`src/logic/vadd_macros.svh`:
```
`ifndef VADD_MACROS_SVH
`define VADD_MACROS_SVH

// Element and vector sizes
`define VADD_DATA_WIDTH 16
`define VADD_VECTOR_LENGTH 8        // Also depth of every FIFO
`define VADD_COUNT_WIDTH 4          // Holds 0..VADD_VECTOR_LENGTH

// Bus word
`define VADD_WB_WIDTH 32

// Word addresses, decoded from adr[3:2]
`define VADD_ADR_CTRL 2'd0
`define VADD_ADR_OPERAND 2'd1
`define VADD_ADR_RESULT 2'd2

`endif

```
`src/logic/vadd_core_pkg.sv`:
```
`include "vadd_macros.svh"

package vadd_core_pkg;

  // One vector element, sums wrap modulo 2^16
  typedef logic [`VADD_DATA_WIDTH-1:0] elem_t;

  typedef enum logic [1:0] {
    ST_IDLE,     // Waiting for start
    ST_LOAD,     // Taking operands A then B
    ST_COMPUTE,  // Pipeline running
    ST_DONE      // Results waiting in drain
  } eng_state_t;

  // Status word seen by the host on a CTRL read
  typedef struct packed {
    logic                         idle;
    logic                         ready;
    logic                         done;
    logic [`VADD_COUNT_WIDTH-1:0] results_left;
  } vadd_status_t;

endpackage

```
`src/logic/vadd_bus_pkg.sv`:
```
`include "vadd_macros.svh"

package vadd_bus_pkg;

  import vadd_core_pkg::*;

  localparam int STAT_BITS = $bits(vadd_status_t);

  // Master-driven side of the Wishbone port
  typedef struct packed {
    logic                      cyc;
    logic                      stb;
    logic                      we;
    logic [`VADD_WB_WIDTH-1:0] adr;
    logic [`VADD_WB_WIDTH-1:0] dat_w;
  } wb_req_t;

  // Slave-driven side
  typedef struct packed {
    logic                      ack;
    logic [`VADD_WB_WIDTH-1:0] dat_r;
  } wb_rsp_t;

  typedef struct packed {
    logic [`VADD_WB_WIDTH-`VADD_DATA_WIDTH-1:0] pad;
    elem_t                                      elem;
  } wb_elem_view_t;

  typedef struct packed {
    logic [`VADD_WB_WIDTH-2:0] pad;
    logic                      start;
  } wb_ctrl_view_t;

  typedef struct packed {
    logic [`VADD_WB_WIDTH-STAT_BITS-1:0] pad;
    vadd_status_t                        status;
  } wb_stat_view_t;

  // Meaning of a bus word depends on the address it travels to
  typedef union packed {
    wb_elem_view_t elem_v;  // Operand writes, result reads
    wb_ctrl_view_t ctrl_v;  // Control writes
    wb_stat_view_t stat_v;  // Status reads
  } wb_word_u;

endpackage

```
`src/logic/sync_fifo.sv`:
```
`timescale 1ns/1ps
`include "vadd_macros.svh"

module sync_fifo
  import vadd_core_pkg::*;
(
  input  logic                         clk,
  input  logic                         rst_n,
  input  logic                         push,
  input  logic                         pop,
  input  elem_t                        din,
  output elem_t                        dout,
  output logic [`VADD_COUNT_WIDTH-1:0] count,
  output logic                         full,
  output logic                         empty
);

  localparam int DEPTH = `VADD_VECTOR_LENGTH;
  localparam int PTR_W = $clog2(DEPTH);

  elem_t                        mem [DEPTH];
  logic [PTR_W-1:0]             wr_ptr_q;
  logic [PTR_W-1:0]             rd_ptr_q;
  logic [`VADD_COUNT_WIDTH-1:0] count_q;

  function automatic logic [PTR_W-1:0] next_ptr(input logic [PTR_W-1:0] ptr);
    return (ptr == PTR_W'(DEPTH - 1)) ? '0 : ptr + 1'b1;  // Wraps for any depth
  endfunction

  always_ff @(posedge clk or negedge rst_n) begin
    if (!rst_n) begin
      wr_ptr_q <= '0;
      rd_ptr_q <= '0;
      count_q  <= '0;
    end else begin
      if (push) wr_ptr_q <= next_ptr(wr_ptr_q);
      if (pop) rd_ptr_q <= next_ptr(rd_ptr_q);
      case ({push, pop})
        2'b10:   count_q <= count_q + 1'b1;
        2'b01:   count_q <= count_q - 1'b1;
        default: count_q <= count_q;  // Both or neither
      endcase
    end
  end

  always_ff @(posedge clk) begin
    if (push) mem[wr_ptr_q] <= din;
  end

  assign dout  = mem[rd_ptr_q];  // First word falls through
  assign count = count_q;
  assign full  = (count_q == `VADD_COUNT_WIDTH'(DEPTH));
  assign empty = (count_q == '0);

  a_no_overflow: assert property (@(posedge clk) disable iff (!rst_n) push |-> !full)
    else $error("sync_fifo: push while full");

  a_no_underflow: assert property (@(posedge clk) disable iff (!rst_n) pop |-> !empty)
    else $error("sync_fifo: pop while empty");

endmodule

```
`src/logic/vadd_wb_slave.sv`:
```
`timescale 1ns/1ps
`include "vadd_macros.svh"

module vadd_wb_slave
  import vadd_core_pkg::*;
  import vadd_bus_pkg::*;
(
  input  logic         clk,
  input  logic         rst_n,
  input  wb_req_t      wb_req,
  output wb_rsp_t      wb_rsp,
  input  vadd_status_t status,
  input  elem_t        result_elem,
  output logic         start_cmd,
  output logic         operand_push,
  output elem_t        operand_data,
  output logic         result_pop
);

  logic       ack_q;
  logic       req_new;
  logic       we_q;
  logic [1:0] adr_q;
  wb_word_u   wr_word_q;
  wb_word_u   rd_word;

  assign req_new = wb_req.cyc && wb_req.stb && !ack_q;  // One ack per strobe

  always_ff @(posedge clk or negedge rst_n) begin
    if (!rst_n) begin
      ack_q <= 1'b0;
    end else begin
      ack_q <= req_new;
    end
  end

  // The master may drop its request halfway through the ack cycle,
  // so the fields used during that cycle are kept here
  always_ff @(posedge clk) begin
    if (req_new) begin
      we_q      <= wb_req.we;
      adr_q     <= wb_req.adr[3:2];  // Word address
      wr_word_q <= wb_req.dat_w;
    end
  end

  assign start_cmd    = ack_q && we_q && (adr_q == `VADD_ADR_CTRL) && wr_word_q.ctrl_v.start;
  assign operand_push = ack_q && we_q && (adr_q == `VADD_ADR_OPERAND);
  assign operand_data = wr_word_q.elem_v.elem;
  assign result_pop   = ack_q && !we_q && (adr_q == `VADD_ADR_RESULT);  // Pops in ack cycle

  always_comb begin
    rd_word = '0;
    if (!we_q) begin
      case (adr_q)
        `VADD_ADR_CTRL:   rd_word.stat_v.status = status;
        `VADD_ADR_RESULT: rd_word.elem_v.elem = result_elem;  // Drain gives 0 when empty
        default:          rd_word = '0;  // OPERAND and unmapped read as 0
      endcase
    end
  end

  assign wb_rsp.ack   = ack_q;
  assign wb_rsp.dat_r = ack_q ? rd_word : '0;

  // Ack answers the strobe of the cycle before and ends the access
  a_ack_follows_stb: assert property (@(posedge clk) disable iff (!rst_n)
    $rose(ack_q) |-> $past(wb_req.cyc && wb_req.stb) && !wb_req.stb)
    else $error("vadd_wb_slave: ack without strobe, or strobe held past ack");

endmodule

```
`src/logic/vadd_operand_loader.sv`:
```
`timescale 1ns/1ps

module vadd_operand_loader
  import vadd_core_pkg::*;
(
  input  logic  clk,
  input  logic  rst_n,
  input  logic  load_en,
  input  logic  operand_push,
  input  elem_t operand_data,
  input  logic  operand_pop,
  output elem_t a_data,
  output elem_t b_data,
  output logic  operands_full,
  output logic  operands_empty
);

  logic accept;
  logic push_a;
  logic push_b;
  logic a_full;
  logic b_full;
  logic a_empty;
  logic b_empty;

  assign accept = load_en && operand_push;        // Pushes outside ST_LOAD dropped
  assign push_a = accept && !a_full;
  assign push_b = accept && a_full && !b_full;  // B only once A holds a vector

  sync_fifo fifo_a_i (
    .clk   (clk),
    .rst_n (rst_n),
    .push  (push_a),
    .pop   (operand_pop),
    .din   (operand_data),
    .dout  (a_data),
    .count (),
    .full  (a_full),
    .empty (a_empty)
  );

  sync_fifo fifo_b_i (
    .clk   (clk),
    .rst_n (rst_n),
    .push  (push_b),
    .pop   (operand_pop),
    .din   (operand_data),
    .dout  (b_data),
    .count (),
    .full  (b_full),
    .empty (b_empty)
  );

  assign operands_full  = b_full;
  assign operands_empty = a_empty && b_empty;

endmodule

```
`src/logic/vadd_engine.sv`:
```
`timescale 1ns/1ps

module vadd_engine
  import vadd_core_pkg::*;
(
  input  logic  clk,
  input  logic  rst_n,
  input  logic  start_cmd,
  input  logic  operands_full,
  input  logic  operands_empty,
  input  elem_t a_data,
  input  elem_t b_data,
  input  logic  results_empty,
  output logic  operand_pop,
  output logic  load_en,
  output logic  result_push,
  output elem_t result_data,
  output logic  idle,
  output logic  ready,
  output logic  done
);

  eng_state_t state_q;
  eng_state_t state_d;
  logic       s1_valid_q;
  elem_t      s1_a_q;
  elem_t      s1_b_q;
  logic       s2_valid_q;
  elem_t      s2_sum_q;

  always_comb begin
    state_d = state_q;
    case (state_q)
      ST_IDLE:    if (start_cmd) state_d = ST_LOAD;
      ST_LOAD:    if (operands_full) state_d = ST_COMPUTE;
      ST_COMPUTE: if (operands_empty && !s1_valid_q && !s2_valid_q) state_d = ST_DONE;
      ST_DONE:    if (results_empty) state_d = ST_IDLE;
      default:    state_d = ST_IDLE;
    endcase
  end

  assign operand_pop = (state_q == ST_COMPUTE) && !operands_empty;

  always_ff @(posedge clk or negedge rst_n) begin
    if (!rst_n) begin
      state_q    <= ST_IDLE;
      s1_valid_q <= 1'b0;
      s2_valid_q <= 1'b0;
    end else begin
      state_q    <= state_d;
      s1_valid_q <= operand_pop;
      s2_valid_q <= s1_valid_q;
    end
  end

  // Stage payloads, qualified by the valid bits above
  always_ff @(posedge clk) begin
    if (operand_pop) begin
      s1_a_q <= a_data;
      s1_b_q <= b_data;
    end
    if (s1_valid_q) s2_sum_q <= s1_a_q + s1_b_q;  // Carry dropped, mod 2^16
  end

  assign result_push = s2_valid_q;
  assign result_data = s2_sum_q;
  assign load_en     = (state_q == ST_LOAD);
  assign idle        = (state_q == ST_IDLE);
  assign ready       = (state_q == ST_LOAD);
  assign done        = (state_q == ST_DONE);

  // Operands leave the FIFOs only while computing
  a_pop_in_compute: assert property (@(posedge clk) disable iff (!rst_n)
    (state_q != ST_COMPUTE) && !operands_empty |=> !operands_empty)
    else $error("vadd_engine: operand FIFOs popped outside compute");

endmodule

```
`src/logic/vadd_result_drain.sv`:
```
`timescale 1ns/1ps
`include "vadd_macros.svh"

module vadd_result_drain
  import vadd_core_pkg::*;
(
  input  logic                         clk,
  input  logic                         rst_n,
  input  logic                         result_push,
  input  elem_t                        result_data,
  input  logic                         result_pop,
  output elem_t                        result_elem,
  output logic [`VADD_COUNT_WIDTH-1:0] results_left,
  output logic                         results_empty
);

  logic  pop_ok;
  logic  full;
  elem_t head;

  assign pop_ok = result_pop && !results_empty;  // Read of an empty FIFO is a no-op

  sync_fifo fifo_r_i (
    .clk   (clk),
    .rst_n (rst_n),
    .push  (result_push),
    .pop   (pop_ok),
    .din   (result_data),
    .dout  (head),
    .count (results_left),
    .full  (full),
    .empty (results_empty)
  );

  assign result_elem = results_empty ? '0 : head;

  // FIFO holds a whole vector, so the engine never has to wait
  a_no_push_when_full: assert property (@(posedge clk) disable iff (!rst_n)
    result_push |-> !full)
    else $error("vadd_result_drain: result pushed into full FIFO");

endmodule

```
`src/logic/vadd_top.sv`:
```
`timescale 1ns/1ps

module vadd_top
  import vadd_core_pkg::*;
  import vadd_bus_pkg::*;
(
  input  logic    clk,
  input  logic    rst_n,
  input  wb_req_t wb_req,
  output wb_rsp_t wb_rsp
);

  logic         start_cmd;
  logic         operand_push;
  elem_t        operand_data;
  logic         result_pop;
  logic         load_en;
  elem_t        a_data;
  elem_t        b_data;
  logic         operands_full;
  logic         operands_empty;
  logic         operand_pop;
  logic         result_push;
  elem_t        result_data;
  elem_t        result_data_out;
  logic         results_empty;
  logic         eng_idle;
  logic         eng_ready;
  logic         eng_done;
  vadd_status_t status;

  logic [$bits(status.results_left)-1:0] status_left;  // From the drain

  assign status = '{idle: eng_idle, ready: eng_ready, done: eng_done,
                    results_left: status_left};

  vadd_wb_slave slave_i (
    .clk          (clk),
    .rst_n        (rst_n),
    .wb_req       (wb_req),
    .wb_rsp       (wb_rsp),
    .status       (status),
    .result_elem  (result_data_out),
    .start_cmd    (start_cmd),
    .operand_push (operand_push),
    .operand_data (operand_data),
    .result_pop   (result_pop)
  );

  vadd_operand_loader loader_i (
    .clk            (clk),
    .rst_n          (rst_n),
    .load_en        (load_en),
    .operand_push   (operand_push),
    .operand_data   (operand_data),
    .operand_pop    (operand_pop),
    .a_data         (a_data),
    .b_data         (b_data),
    .operands_full  (operands_full),
    .operands_empty (operands_empty)
  );

  vadd_engine engine_i (
    .clk            (clk),
    .rst_n          (rst_n),
    .start_cmd      (start_cmd),
    .operands_full  (operands_full),
    .operands_empty (operands_empty),
    .a_data         (a_data),
    .b_data         (b_data),
    .results_empty  (results_empty),
    .operand_pop    (operand_pop),
    .load_en        (load_en),
    .result_push    (result_push),
    .result_data    (result_data),
    .idle           (eng_idle),
    .ready          (eng_ready),
    .done           (eng_done)
  );

  vadd_result_drain drain_i (
    .clk           (clk),
    .rst_n         (rst_n),
    .result_push   (result_push),
    .result_data   (result_data),
    .result_pop    (result_pop),
    .result_elem   (result_data_out),
    .results_left  (status_left),
    .results_empty (results_empty)
  );

endmodule

```
`config.mk`:
```
export PLATFORM = sky130hd
export DESIGN_NAME = vadd_top
export DESIGN_NICKNAME = d
export VERILOG_FILES = /design/src/logic/vadd_core_pkg.sv /design/src/logic/vadd_bus_pkg.sv /design/src/logic/sync_fifo.sv /design/src/logic/vadd_wb_slave.sv /design/src/logic/vadd_operand_loader.sv /design/src/logic/vadd_engine.sv /design/src/logic/vadd_result_drain.sv /design/src/logic/vadd_top.sv
export VERILOG_INCLUDE_DIRS = /design/src /design/src/logic
export SDC_FILE = /design/constraint.sdc
export NUM_CORES = 1
export LEC_CHECK = 0
export ABC_AREA = 1
export BUFFER_PORTS_ARGS = -buffer_cell sky130_fd_sc_hd__buf_2
export CAP_MARGIN = 20
export CORE_UTILIZATION = 45
export CTS_CLUSTER_SIZE = 10
export DETAILED_ROUTE_END_ITERATION = 7
export HOLD_SLACK_MARGIN = 0.02
export SLEW_MARGIN = 20
export SYNTH_ARGS = -nofsm -noshare
export SYNTH_HDL_FRONTEND = slang
export SYNTH_SLANG_ARGS = --single-unit
```
`constraint.sdc`:
```
create_clock -name clk -period 7.3 [get_ports clk]
set_input_delay 1.46 -clock clk [delete_from_list [all_inputs] [get_ports clk]]
set_output_delay 1.46 -clock clk [all_outputs]
set_load 0.05 [all_outputs]
```
==> flow_summary.toml, run 1 <==
[status]
outcome = "completed"

[floorplan]
fp.dieH_um = 216
die_area_um2 = 46500
ios = 102
rows = 77
die_x_um = 216
coreArea_um2 = 44600
initial_core_util_pct = 46.0

[timing]
finalClockSkew_ns = 0.0543
finalCritPeriodShare_pct = 66.6
finalWorstPathRequiredPeriod_ns = 4.86
setup_tns_ns = 0
finalHoldViolations = 0
max_freq_mhz = 206
setup_ws_ns = 2.44
worst_pin_slew_ns = 1.05
grt_setup_unrepaired = "no"
hold_slack_ns = 0.506
relSlewSlack_pct = 30.0
finalSetupViolations = 0
finalMaxSlewViolations = 0

[yosys]
synth.cell_area_um2 = 20500
netlist.area_leader.share_pct = 66.0
ys_ff_latch = 486
ys_seq_area_share_pct = 70.3
async_reset_ff_share_pct = 7.20
synth_cell_types = 37
yosysWarnings = 0
synth_flop_cell = "edfxtp_1"
netlist_top_cells_area = "edfxtp_1 66%, nand2_1 6.5%, o21ai_0 5.2%"
synthCells = 1793
synth_top_area_cell = "edfxtp_1"
synth_edf_count = 451
syn_avg_cell_area_um2 = 11.4

[cts]
cts_inserted_buffers = 55
cts_hold_buf = 0
clk_latency_ns = 0.63
htreeDepth = 2
clock_path_buffers = 3
cts_resized = 0
path_clk_slew_ns = 0.06
postCtsSetupBuffers = 0
cts_root_buf = "clkbuf_16"
cts_tree = "done"
cts_num_sinks = 486

[global_route]
overflow = 0
antenna_found_initial = 0
track_usage_pct = 19.1
grt_max_degree = 68
grt_first_pass_wirelength_um = 68200
grt_pass1_vias = 12100

[setup_path]
slowest_delay_ns = 0.88
ff2ff_path_depth = 9
r2r-start = "engine_i.state_q[1]"
cp_data_arrival_time_ns = 3.40
end_kind = "primary output"
crit_top_cell = "nand3_1"
path_max_fanout = 18
rrSetupSlack_ns = 4.42
criticalPathCategory = "flop to primary output"
required_ns = 5.84
cp_cell_sequence = "clkinv_1, nand3_1, nand3_1, a21oi_1, buf_2"
crit_slowest_cell = "dfrtp_1"
critPathLaunch = "drain_i.fifo_r_i.rd_ptr_q[2]"
regToRegEndpoint = "loader_i.fifo_a_i.mem[7][6]"
start_kind = "flop"

[detailed_routing]
drc = 0
dr.pass1.iters = 5
via_count = 12600
antenna_left = 0
wl_um = 43200
routedWlPerCell_um = 17.4
drt_iter0_drc = 800
vias_per_cell = 5.08

[place]
hpwl_um = 24700
dpl_worst_slack_ns = 3.06
gp_congestion = 0.797
port-buffer-count = 39
place_area_um2 = 21300

[final_layout]
final_cell_mix = "451 x edfxtp_1, 354 x nand2_1, 272 x nor2_1"
fillCellCount = 3782
drive_gt1_share_pct = 8.88
layout.nets = 1956
syn_to_final_growth_pct = 11.9
design_area_um2 = 23000
regArea_um2 = 14400
multi_input_area_um2 = 5250
antennaDiodeCount = 0
layout_commonest_cell = "edfxtp_1"

[power]
peakVddDrop_v = 0.000199
powerDensity_nw_per_um2 = 380
p_leak_nw = 8.66

[job]
max-cap-violations = 0

[hold_path]
hold_class = "flop to flop"
min_from = "drain_i.fifo_r_i.count[3]"
min_to = "drain_i.fifo_r_i.count[3]"
min_path_cells = 1
-- power breakdown --
part | leakage [nW] | switching (mW) | internal, mW
clock network | 0.765 | 1.05 | 1.43
logic | 3.37 | 1.65 | 0.756
registers | 4.52 | 0.282 | 3.57
total | 8.66 | 2.98 | 5.75
-- layer usage --
layer	routed length, µm	global-route usage, %	part of all wire [%]	up-vias
li1	-	-	-	6208
met1	19200	25.5	44	6060
met2	20800	31.4	48	272
met3	1930	2.90	4.5	79
met4	1300	7.42	3.0	0
met5	0	0	0	-
-- how the worst max path moves through the flow --
stage	to	slack, ns	depth (start not counted)
6_report	wb_rsp[6]	2.44	5
5_1_grt	wb_rsp[6]	2.25	5
4_1_cts	wb_rsp[6]	2.40	5
3_5_place_dp	wb_rsp[6]	3.06	5
3_3_place_gp	wb_rsp[6]	3.05	5
2_1_floorplan	wb_rsp[4]	4.05	7
-- final cells by class --
cell class                 count  share of cell area, %
sequential                   486                   62.8
multi-input combinational   1103                   22.9
clock buffer                  99                   6.76
tap                          592                   3.23
inverter                     128                   2.09
timing repair buffer          71                   1.90
clock inverter                 5                  0.349
-- critical path, delay by kind of cell, from the launching register on --
| kind | cells | cell delay (ns) |
|---|---|---|
| buffers and inverters | 2 | 1.18 |
| AOI/OAI and AO/OA | 1 | 0.24 |
| and+or+nand+nor | 2 | 0.50 |
| DFF | 1 | 0.88 |
-- metrics by stage --
stage,total power [mW],instances,util (%)
floorplan,5.64,1808,-
global placement,6.27,2380,47.8
detailed placement,6.32,2380,47.8
CTS,8.81,2484,51.4
global route,9.34,2484,51.5
finish,8.73,2484,51.5
-- cell usage after synthesis (8+ instances only) --
library cell  instances
dfrtp_1              35
buf_2                35
clkbuf_1             30
nor2_1              273
inv_1               120
nand2_1             354
nor3_1                8
ha_1                 40
edfxtp_1            451
o21ai_0             215
o21ai_1              29
nand3_1              89
a21oi_1              29
buf_4                22
-- flip-flops by register name, indices dropped and copies added (netlist names), 4 cells and up --
| register | count |
|---|---|
| drain_i.fifo_r_i.mem | 128 |
| loader_i.fifo_a_i.mem | 128 |
| loader_i.fifo_b_i.mem | 128 |
| engine_i.result_data | 16 |
| engine_i.s1_a_q | 16 |
| engine_i.s1_b_q | 16 |
| slave_i.wr_word_q | 16 |
| drain_i.fifo_r_i.count | 4 |
| loader_i.fifo_a_i.count | 4 |
| loader_i.fifo_b_i.count | 4 |
-- cell families (layout without fill, tap and decap cells) --
family                     count (synthesis)  in the layout  synth area share (%)
AOI/OAI and AO/OA                        277            277                  6.82
xor gates and xnor gates                  14             14                 0.598
adders and majority gates                 42             42                  2.63
buffers and inverters                    219            303                  4.66
DFF                                      486            486                  70.3
other                                      1             16                0.0183
and+or+nand+nor                          754            754                  15.0
Power figures use the tool's default switching activity.
==> run 2: changes to the inputs <==
==> constraint.sdc (replaced) <==
create_clock -name clk -period 4.19 [get_ports clk]
set_input_delay 0.838 -clock clk [delete_from_list [all_inputs] [get_ports clk]]
set_output_delay 0.838 -clock clk [all_outputs]
set_load 0.05 [all_outputs]
==> flow_summary.toml, run 2 (synthesis results as in run 1) <==
[detailed_routing]
via_count = 12500
antenna_left = 0
drt_iter0_drc = 891
wl_um = 43000
drc = 0
vias_per_cell = 5.01
dr.pass1.iters = 5
routedWlPerCell_um = 17.2

[timing]
finalMaxSlewViolations = 0
finalWorstPathRequiredPeriod_ns = 3.49
finalHoldViolations = 0
setup_tns_ns = 0
relSlewSlack_pct = 35.5
max_freq_mhz = 287
grt_setup_unrepaired = "no"
finalClockSkew_ns = 0.0372
worst_pin_slew_ns = 0.967
finalCritPeriodShare_pct = 83.3
finalSetupViolations = 0
setup_ws_ns = 0.701

[floorplan]
fp.dieH_um = 216
initial_core_util_pct = 46.0
rows = 77
ios = 102
coreArea_um2 = 44600
die_area_um2 = 46500
die_x_um = 216

[setup_path]
crit_slowest_cell = "nor3b_4"
ff2ff_path_depth = 9
path_max_fanout = 16
rrSetupSlack_ns = 1.41
r2r-start = "engine_i.state_q[1]"
cp_data_arrival_time_ns = 2.65
cp_cell_sequence = "inv_2, nor2_4, inv_2, nor3b_4, o21ai_1, nor2_1, buf_2"
required_ns = 3.35
criticalPathCategory = "flop to primary output"
path_buf_inv = 3
end_kind = "primary output"
regToRegEndpoint = "loader_i.fifo_a_i.mem[4][13]"
start_kind = "flop"
crit_top_cell = "inv_2"
slowest_delay_ns = 0.68
crit_family = "simple AND/OR/NAND/NOR gates"

[cts]
cts_tree = "done"
cts_root_buf = "clkbuf_16"
clock_path_buffers = 3
path_clk_slew_ns = 0.05
postCtsSetupBuffers = 0
clk_latency_ns = 0.62
cts_resized = 0
cts_inserted_buffers = 55
cts_num_sinks = 486
cts_hold_buf = 0
htreeDepth = 2

[final_layout]
antennaDiodeCount = 0
design_area_um2 = 23000
syn_to_final_growth_pct = 12.2
layout.nets = 1967
final_cell_mix = "451 x edfxtp_1, 354 x nand2_1, 272 x nor2_1"
largest_registers = "drain_i.fifo_r_i.mem (128), loader_i.fifo_a_i.mem (128), loader_i.fifo_b_i.mem (128)"
fillCellCount = 3775
drive_gt1_share_pct = 9.47
layout_commonest_cell = "edfxtp_1"

[hold_path]
hold_class = "primary input to asynchronous set/reset pin"

[status]
outcome = "completed"

[global_route]
track_usage_pct = 18.9
antenna_found_initial = 0
overflow = 0
grt_first_pass_wirelength_um = 67400
grt_pass1_vias = 12000
grt_max_degree = 67

[place]
hpwl_um = 25200
gp_congestion = 0.788
dpl_worst_slack_ns = 1.25
port-buffer-count = 39
place_area_um2 = 21400

[power]
peakVddDrop_v = 0.000362
p_leak_nw = 8.72
total_power_mw = 15.3
powerDensity_nw_per_um2 = 662

[job]
max-cap-violations = 0
==> run 2: changes by cell type in the layout (fill, tap and decap cells not counted), moves of 2 or more <==
cell / previous run / this run
clkbuf_1: 43 / 40
nor2_4: 6 / 4
buf_4: 32 / 43
nor2_2: 4 / 6
==> run 2: where the power goes <==
part | leakage [nW] | internal [mW] | switching [mW]
Sequential | 4.52 | 6.21 | 0.566
Clock | 0.770 | 2.49 | 1.84
Combinational | 3.43 | 1.34 | 2.81
==> run 2: metal layers <==
metal / track usage [%] / share of wire (%) / up-vias
met1: 24.9 / 44 / 5916
met5: 0 / 0 / -
met3: 2.85 / 4.5 / 72
met2: 31.7 / 49 / 254
met4: 7.14 / 2.6 / 0
li1: - / - / 6239
==> run 2: final cells by class <==
type	instances	area [µm²]	area share (%)
clock buffers	96	1540	6.69
repair buffers	82	518	2.25
clock inverters	6	83.8	0.364
well taps	592	741	3.22
flip-flops and latches	486	14400	62.6
inverters	128	480	2.09
multi-input cells	1103	5240	22.8
==> run 2: worst max path at each step <==
stage	depth (start not counted)	slack, ns	startpoint	endpoint
5_1_grt	7	0.50	drain_i.fifo_r_i.rd_ptr_q[0]	wb_rsp[11]
6_report	7	0.70	slave_i.ack_q	wb_rsp[13]
3_5_place_dp	7	1.25	slave_i.ack_q	wb_rsp[13]
3_3_place_gp	6	1.31	drain_i.fifo_r_i.rd_ptr_q[1]	wb_rsp[6]
4_1_cts	7	0.64	slave_i.ack_q	wb_rsp[13]
2_1_floorplan	8	1.47	engine_i.state_q[1]	loader_i.fifo_a_i.mem[0][0]
==> run 2: per-stage QoR <==
step / utilization [%] / std cells / hold slack, ns
after floorplan: - / 1808 / 0.464
after global placement: 48.0 / 2391 / 0.484
after detailed placement: 48.0 / 2391 / 0.488
after CTS: 51.6 / 2493 / 0.0568
after global routing: 51.6 / 2493 / 0.0710
final: 51.6 / 2493 / 0.0903
